--- src/design/accel_ctrl_defines.svh ---
`ifndef ACCEL_CTRL_DEFINES_SVH
`define ACCEL_CTRL_DEFINES_SVH

// operand memory address width.
`define ADDR_W 6
// operand word width.
`define DATA_W 8

// kernel side.
`define WEIGHT_DIM 3
// feature map side.
`define FEATURE_DIM 4
// first feature word after the kernel.
`define FEATURE_BASE 9

// strides per mode.
`define STRIDE_CNT 4
// cycles after the last serial stride.
`define SERIAL_TAIL 2
// systolic drain cycles.
`define DRAIN_CNT 3

`endif

--- src/design/accel_ctrl_pkg.sv ---
`include "accel_ctrl_defines.svh"

package accel_ctrl_pkg;

    typedef logic [`ADDR_W-1:0] addr_t;
    typedef logic [$clog2(`STRIDE_CNT)-1:0] stride_idx_t;

    typedef enum logic [1:0] {
        MODE_SERIAL   = 2'b00,
        MODE_SYSTOLIC = 2'b01
    } comp_mode_e;

    typedef struct packed {
        logic              we;
        addr_t             addr;
        logic [`DATA_W-1:0] data;
    } mem_wr_t;

    typedef struct packed {
        logic        rst_computation_module; // active low.
        logic        mem_sel;
        comp_mode_e  computation_mode_sel;
        logic        serial_mode_en;
        addr_t       serial_feature_baseaddr;
        logic        weight_preloader_en;
        logic        feature_loader_en;
        logic        systolic_mode;
        addr_t       systolic_feature_baseaddr;
        stride_idx_t c_reg_sel; // result register c11..c22.
    } comp_ctrl_t;

    typedef struct packed {
        logic rst_display_module; // active low.
        logic display_mode_en;
    } disp_ctrl_t;

    // ##############################
    // idle words

    localparam mem_wr_t MEM_WR_IDLE = '{we: 1'b0, addr: '0, data: '0};

    localparam comp_ctrl_t COMP_IDLE = '{
        rst_computation_module:    1'b1,
        mem_sel:                   1'b0,
        computation_mode_sel:      MODE_SERIAL,
        serial_mode_en:            1'b0,
        serial_feature_baseaddr:   '0,
        weight_preloader_en:       1'b0,
        feature_loader_en:         1'b0,
        systolic_mode:             1'b0,
        systolic_feature_baseaddr: '0,
        c_reg_sel:                 '0
    };

    localparam disp_ctrl_t DISP_IDLE = '{rst_display_module: 1'b1, display_mode_en: 1'b0};

    // top-left corner of the kernel window for stride k.
    function automatic addr_t stride_base(input stride_idx_t k);
        int unsigned win_per_row;
        int unsigned row;
        int unsigned col;
        win_per_row = `FEATURE_DIM - `WEIGHT_DIM + 1;
        row = k / win_per_row;
        col = k % win_per_row;
        return addr_t'(`FEATURE_BASE + row * `FEATURE_DIM + col);
    endfunction

endpackage

--- src/design/accel_controller.sv ---
`timescale 1ns/1ps

module accel_controller (
    input  logic                       clk,
    input  logic                       rst,
    input  logic                       start_sa,
    input  logic                       serial_mode_done,
    input  logic                       weight_preloader_done,
    input  logic                       feature_loader_done,
    input  logic                       display_done,
    output accel_ctrl_pkg::mem_wr_t    mem_wr,
    output accel_ctrl_pkg::comp_ctrl_t comp_ctrl,
    output accel_ctrl_pkg::disp_ctrl_t disp_ctrl
);
    import accel_ctrl_pkg::*;

    logic       run;
    logic       init_go;
    logic       init_last;
    logic       init_comp_rst;
    logic       serial_last;
    logic       systolic_last;
    logic       disp_last;
    logic       disp_mem_sel;
    comp_ctrl_t serial_comp;
    comp_ctrl_t systolic_comp;

    // ##############################
    // run flag

    assign init_go = start_sa && !run; // ignored mid-run.

    always_ff @(posedge clk) begin
        if (!rst)
            run <= 1'b0;
        else if (init_go)
            run <= 1'b1;
        else if (disp_last)
            run <= 1'b0;
    end

    // ##############################
    // phase chain

    buffer_init_writer u_init (
        .clk      (clk),
        .rst      (rst),
        .go       (init_go),
        .last     (init_last),
        .mem_wr   (mem_wr),
        .comp_rst (init_comp_rst)
    );

    serial_conv_stage u_serial (
        .clk              (clk),
        .rst              (rst),
        .go               (init_last),
        .serial_mode_done (serial_mode_done),
        .last             (serial_last),
        .comp_ctrl        (serial_comp)
    );

    systolic_conv_stage u_systolic (
        .clk                   (clk),
        .rst                   (rst),
        .go                    (serial_last),
        .weight_preloader_done (weight_preloader_done),
        .feature_loader_done   (feature_loader_done),
        .last                  (systolic_last),
        .comp_ctrl             (systolic_comp)
    );

    display_stage u_display (
        .clk          (clk),
        .rst          (rst),
        .go           (systolic_last),
        .display_done (display_done),
        .last         (disp_last),
        .mem_sel      (disp_mem_sel),
        .disp_ctrl    (disp_ctrl)
    );

    // only one stage is active, so OR of the idle-zero fields is safe.
    always_comb begin
        comp_ctrl = comp_ctrl_t'(serial_comp | systolic_comp);
        comp_ctrl.rst_computation_module = init_comp_rst
                                         & serial_comp.rst_computation_module
                                         & systolic_comp.rst_computation_module;
        comp_ctrl.mem_sel = serial_comp.mem_sel | systolic_comp.mem_sel | disp_mem_sel;
    end

endmodule

--- src/design/buffer_init_writer.sv ---
`timescale 1ns/1ps
`include "accel_ctrl_defines.svh"

module buffer_init_writer (
    input  logic                    clk,
    input  logic                    rst,
    input  logic                    go,
    output logic                    last,
    output accel_ctrl_pkg::mem_wr_t mem_wr,
    output logic                    comp_rst
);
    import accel_ctrl_pkg::*;

    localparam int LAST_ADDR = `FEATURE_BASE + `FEATURE_DIM * `FEATURE_DIM - 1;
    localparam int IDX_W     = $clog2(`FEATURE_DIM);

    logic             active;
    addr_t            cnt;
    logic [IDX_W-1:0] row;
    logic [IDX_W-1:0] col;
    logic             in_weights;

    assign in_weights = (cnt < addr_t'(`FEATURE_BASE));
    assign last       = active && (cnt == addr_t'(LAST_ADDR));
    assign comp_rst   = ~last; // clear the datapath on the final write.

    always_ff @(posedge clk) begin
        if (!rst) begin
            active <= 1'b0;
            cnt    <= '0;
            row    <= '0;
            col    <= '0;
        end else if (go) begin
            active <= 1'b1;
            cnt    <= '0;
            row    <= '0;
            col    <= '0;
        end else if (active) begin
            cnt <= cnt + 1'b1;
            if (last)
                active <= 1'b0;
            if (cnt == addr_t'(`FEATURE_BASE - 1)) begin
                row <= '0; // feature map starts at its origin.
                col <= '0;
            end else if (in_weights) begin
                if (row == IDX_W'(`WEIGHT_DIM - 1)) begin // column-major.
                    row <= '0;
                    col <= col + 1'b1;
                end else begin
                    row <= row + 1'b1;
                end
            end else begin
                if (col == IDX_W'(`FEATURE_DIM - 1)) begin // row-major.
                    col <= '0;
                    row <= row + 1'b1;
                end else begin
                    col <= col + 1'b1;
                end
            end
        end
    end

    always_comb begin
        mem_wr = MEM_WR_IDLE;
        if (active) begin
            mem_wr.we   = 1'b1;
            mem_wr.addr = cnt;
            mem_wr.data = `DATA_W'(col) + 1'b1;
        end
    end

endmodule

--- src/design/display_stage.sv ---
`timescale 1ns/1ps

module display_stage (
    input  logic                       clk,
    input  logic                       rst,
    input  logic                       go,
    input  logic                       display_done,
    output logic                       last,
    output logic                       mem_sel,
    output accel_ctrl_pkg::disp_ctrl_t disp_ctrl
);
    import accel_ctrl_pkg::*;

    typedef enum logic [1:0] {
        D_IDLE,
        D_ENABLE,
        D_WAIT,
        D_CLOSE
    } state_e;

    state_e state;

    assign last    = (state == D_CLOSE);
    assign mem_sel = (state == D_ENABLE);

    always_ff @(posedge clk) begin
        if (!rst) begin
            state <= D_IDLE;
        end else begin
            case (state)
                D_IDLE:   if (go) state <= D_ENABLE;
                D_ENABLE: state <= D_WAIT;
                D_WAIT:   if (display_done) state <= D_CLOSE;
                default:  state <= D_IDLE;
            endcase
        end
    end

    always_comb begin
        disp_ctrl = DISP_IDLE;
        if (state == D_ENABLE || state == D_WAIT)
            disp_ctrl.rst_display_module = 1'b0; // held in reset while drawing.
        if (state == D_ENABLE)
            disp_ctrl.display_mode_en = 1'b1;
    end

endmodule

--- src/design/serial_conv_stage.sv ---
`timescale 1ns/1ps
`include "accel_ctrl_defines.svh"

module serial_conv_stage (
    input  logic                       clk,
    input  logic                       rst,
    input  logic                       go,
    input  logic                       serial_mode_done,
    output logic                       last,
    output accel_ctrl_pkg::comp_ctrl_t comp_ctrl
);
    import accel_ctrl_pkg::*;

    localparam int TAIL_W = $clog2(`SERIAL_TAIL + 1);

    typedef enum logic [1:0] {
        S_IDLE,
        S_STRIDE,
        S_TAIL
    } state_e;

    state_e            state;
    stride_idx_t       stride;
    logic [TAIL_W-1:0] tail;

    assign last = (state == S_TAIL) && (tail == TAIL_W'(`SERIAL_TAIL - 1));

    always_ff @(posedge clk) begin
        if (!rst) begin
            state  <= S_IDLE;
            stride <= '0;
            tail   <= '0;
        end else begin
            case (state)
                S_IDLE: begin
                    if (go) begin
                        state  <= S_STRIDE;
                        stride <= '0;
                    end
                end
                S_STRIDE: begin
                    if (serial_mode_done) begin
                        if (stride == stride_idx_t'(`STRIDE_CNT - 1)) begin
                            state <= S_TAIL;
                            tail  <= '0;
                        end else begin
                            stride <= stride + 1'b1;
                        end
                    end
                end
                S_TAIL: begin
                    if (last)
                        state <= S_IDLE;
                    else
                        tail <= tail + 1'b1;
                end
                default: state <= S_IDLE;
            endcase
        end
    end

    // ##############################
    // control word

    always_comb begin
        comp_ctrl = COMP_IDLE;
        if (state != S_IDLE) begin
            comp_ctrl.rst_computation_module = 1'b0;
            comp_ctrl.mem_sel                = 1'b1;
            comp_ctrl.computation_mode_sel   = MODE_SERIAL;
        end
        if (state == S_STRIDE) begin
            comp_ctrl.serial_mode_en          = 1'b1;
            comp_ctrl.serial_feature_baseaddr = stride_base(stride);
        end
    end

endmodule

--- src/design/systolic_conv_stage.sv ---
`timescale 1ns/1ps
`include "accel_ctrl_defines.svh"

module systolic_conv_stage (
    input  logic                       clk,
    input  logic                       rst,
    input  logic                       go,
    input  logic                       weight_preloader_done,
    input  logic                       feature_loader_done,
    output logic                       last,
    output accel_ctrl_pkg::comp_ctrl_t comp_ctrl
);
    import accel_ctrl_pkg::*;

    localparam int DRAIN_W = $clog2(`DRAIN_CNT + 1);

    typedef enum logic [1:0] {
        S_IDLE,
        S_PRELOAD,
        S_STRIDE,
        S_DRAIN
    } state_e;

    state_e             state;
    stride_idx_t        stride;
    logic [DRAIN_W-1:0] drain;

    assign last = (state == S_DRAIN) && (drain == DRAIN_W'(`DRAIN_CNT - 1));

    always_ff @(posedge clk) begin
        if (!rst) begin
            state  <= S_IDLE;
            stride <= '0;
            drain  <= '0;
        end else begin
            case (state)
                S_IDLE: begin
                    if (go)
                        state <= S_PRELOAD;
                end
                S_PRELOAD: begin
                    if (weight_preloader_done) begin
                        state  <= S_STRIDE;
                        stride <= '0;
                    end
                end
                S_STRIDE: begin
                    if (feature_loader_done) begin
                        if (stride == stride_idx_t'(`STRIDE_CNT - 1)) begin
                            state <= S_DRAIN;
                            drain <= '0;
                        end else begin
                            stride <= stride + 1'b1;
                        end
                    end
                end
                S_DRAIN: begin
                    if (last)
                        state <= S_IDLE;
                    else
                        drain <= drain + 1'b1;
                end
                default: state <= S_IDLE;
            endcase
        end
    end

    // ##############################
    // control word

    always_comb begin
        comp_ctrl = COMP_IDLE;
        if (state != S_IDLE) begin
            comp_ctrl.rst_computation_module = 1'b0;
            comp_ctrl.mem_sel                = 1'b1;
            comp_ctrl.computation_mode_sel   = MODE_SYSTOLIC;
        end
        case (state)
            S_PRELOAD: begin
                comp_ctrl.weight_preloader_en = 1'b1;
            end
            S_STRIDE: begin
                comp_ctrl.feature_loader_en         = 1'b1;
                comp_ctrl.systolic_mode             = 1'b1;
                comp_ctrl.systolic_feature_baseaddr = stride_base(stride);
                comp_ctrl.c_reg_sel                 = stride; // one result reg per window.
            end
            S_DRAIN: begin
                comp_ctrl.systolic_mode = 1'b1; // flush the array.
            end
            default: ;
        endcase
    end

endmodule

--- config.mk ---
export PLATFORM = sky130hd
export DESIGN_NAME = accel_controller
export DESIGN_NICKNAME = d
export VERILOG_FILES = /design/src/design/accel_ctrl_pkg.sv /design/src/design/accel_controller.sv /design/src/design/buffer_init_writer.sv /design/src/design/display_stage.sv /design/src/design/serial_conv_stage.sv /design/src/design/systolic_conv_stage.sv
export VERILOG_INCLUDE_DIRS = /design/src /design/src/design
export SDC_FILE = /design/constraint.sdc
export NUM_CORES = 1
export LEC_CHECK = 0
export BUFFER_PORTS_ARGS = -buffer_cell sky130_fd_sc_hd__buf_2
export CORE_ASPECT_RATIO = 1.5
export CORE_UTILIZATION = 53
export DETAILED_ROUTE_END_ITERATION = 6
export HOLD_SLACK_MARGIN = 0.02
export PLACE_DENSITY = 0.9
export SLEW_MARGIN = 10
export SYNTH_ARGS = -nofsm -noshare
export SYNTH_HDL_FRONTEND = slang
export SYNTH_SLANG_ARGS = --single-unit
--- constraint.sdc ---
create_clock -name clk -period 2.1 [get_ports clk]
set_clock_uncertainty 0.15 [all_clocks]
set_input_delay 0.315 -clock clk [delete_from_list [all_inputs] [get_ports clk]]
set_output_delay 0.315 -clock clk [all_outputs]
set_load 0.01 [all_outputs]
==> impl_metrics.yaml <==
run_status:
  status: "completed"
timing:
  max-slew-margin-rel_pct: 64.8
  drv_slew: 0
  max_freq_mhz: 488
  worstMarginPinSlew_ns: 0.527
  setup_viol: 0
  finalCriticalPeriod_ns: 2.05
  layout_setup_ws_ns: 0.0492
  finalHoldViolCount: 0
  tns_ns: 0
  rsz0062_at_grt: "true"
  fin_crit_sh_pct: 97.7
power:
  p_leak_nw: 0.953
  powerDensity_nw_per_um2: 516
  irDropWorstVdd_uv: 359
min_path:
  hold_path_startpoint: "rst"
  hold_depth: 3
  holdPathEnd: "u_init.col[1]"
  hold_class: "primary input to register"
final_layout:
  final_common_cell: "buf_2"
  antenna_cells: 0
  multi_input_area_sq_um: 1150
  drive_above_1_share_pct: 25.3
  fill_cells: 284
  nets: 270
  postLayoutCellArea_sq_um: 2060
  fin_cells: 285
  seqCellArea_sq_um: 523
  fin_util_pct: 64.5
  syn2layout_area_growth_pct: 13.5
  layout_common_cells: "35 x buf_2, 24 x dfxtp_1, 21 x nor2_1"
setup_path:
  reg2reg_slack_ns: 0.21
  r2r_start: "u_systolic.state[0]"
  cp-end-kind: "output port"
  cp.required_ns: 1.63
  r2r-end: "u_systolic.state[1]"
  crit_type: "register to output port"
  crit_fanout: 5
  cp.arrival_ns: 1.59
  reg2reg_depth: 6
  startpoint_type: "register"
yosys:
  synth.area.top_cells: "dfxtp_1 29%, ha_1 12%, buf_4 6.6%"
  synthDominantCellAreaShare_pct: 28.7
  synthArstFlopShare_pct: 0
  ys_seq_elements: 26
  ys.flop_type: "dfxtp_1"
  postSynthCellCount: 215
  seq_area_frac_synth_pct: 28.7
  synth_edf_count: 0
  ys_types: 49
  netlist_area_sq_um: 1810
  syn_avg_cell_area_sq_um: 8.43
  synth_top_cell_by_area: "dfxtp_1"
  yosysWarnings: 0
placement:
  gp_congestion: 0.778
  dpl_cell_area_sq_um: 1930
  portBuffers: 35
  hpwl_mm: 2.46
  pre_cts_ws_ns: 0.232
  place_inst: 278
clock_tree:
  cts_buffers: 3
  clockBufferDepth: 2
  cts_tree: "done"
  cts.clk_slew.worst_paths_ns: 0.09
  cts_max_level: 1
  clkSinkCount: 26
  cts_root_buf: "clkbuf_8"
  clkLatencyLatePin_ns: 0.27
global_routing:
  grt_pass1_wl_mm: 5.62
  grt_max_degree: 17
  grt_pass1_vias: 1372
  overflow: 0
  grt_usage_pct: 19.6
  antenna_found_initial: 0
floorplanning:
  ios: 46
  die_area_sq_um: 3660
  initial_core_util_pct: 56.8
  fp.dieW_um: 49.7
  design.core.area_sq_um: 3190
  rows: 25
  die_h_um: 73.6
detailed_routing:
  drc: 0
  drt-total-wl_mm: 3.42
  avgRoutedWirePerCell_um: 12.0
  vias_per_cell: 5.31
  ant_nets: 0
  drt_iter0_markers: 37
  first_pass_iters: 4
  vias: 1513
flow_run:
  maxCapViolCount: 0
==> state kept, by name (all words and copies together) (netlist names) <==
signal and cells:
u_display.state 2, u_serial.stride 2, u_init.row 2, u_init.active 1, u_serial.state 2, u_init.cnt 6, u_systolic.drain 2, u_init.col 2
u_systolic.state 2, run 1, u_systolic.stride 2, u_serial.tail 2
==> cell usage after synthesis (all sizes together) (2+ instances only) <==
master,n
dfxtp,26
buf,22
nor2,22
and2,18
ha,17
inv,12
nand2,11
a21oi,9
nor2b,9
mux2i,7
nand2b,6
nand3,6
a21boi,5
nor3,4
xor2,4
nand3b,3
o21ai,3
a2111oi,2
a31oi,2
clkbuf,2
nor4,2
o221ai,2
==> cell families after synthesis <==
family	count (synthesis)	share of synthesized area (%)
simple gates	90	27.7
buf+inv	36	11.5
compound gates	33	13.8
flops	26	28.7
fa+ha+maj	17	11.7
mux	7	3.87
xor+xnor	5	2.42
other cells	1	0.207
==> critical path, stage by stage (launching register included) <==
cell and delay (ns):
dfxtp_1 0.41, inv_1 0.10, ha_1 0.23, or4_1 0.42
buf_2 0.16
==> layer usage <==
metal / vias up / part of all wire (%) / track usage, %
met1: 701 / 42 / 21.5
met4: 0 / 2.2 / 10.2
met2: 40 / 52 / 36.2
li1: 762 / - / -
met3: 10 / 3.7 / 2.48
met5: - / 0 / 0
==> worst max-delay path by stage <==
stage                   startpoint                   to
5_1_grt        u_systolic.state[1]        comp_ctrl[20]
3_5_place_dp   u_systolic.state[0]  u_systolic.state[1]
6_report        u_display.state[1]        comp_ctrl[20]
3_3_place_gp         u_init.cnt[1]        comp_ctrl[21]
2_1_floorplan        u_init.cnt[0]        comp_ctrl[21]
4_1_cts              u_init.cnt[0]        comp_ctrl[21]
==> power breakdown <==
part	switching (W)	internal [W]
Sequential	0.0000102	0.000502
Clock	0.000161	0.000255
Combinational	0.0000752	0.0000571
==> stage by stage <==
stage	total power (W)	hold WS [ns]
floorplan	0.000621	0.294
global placement	0.000640	0.306
detailed placement	0.000645	0.314
CTS	0.00106	0.181
global route	0.00111	0.181
finish	0.00106	0.184
==> cell type report <==
class / count / share of cell area, %
clock buffers: 3 / 2.01
flip-flops and latches: 26 / 25.4
clock inverters: 1 / 1.46
multi-input cells: 162 / 55.8
repair buffers: 41 / 10.7
inverters: 12 / 2.19
well taps: 40 / 2.43
==> what timing repair did <==
item	4_1_cts	5_1_grt
setup buffers	1	2
hold buffers	0	0
pin swaps	0	2
resized for setup	1	10
endpoints found under the setup margin	1	2
Power figures use the tool's default switching activity.
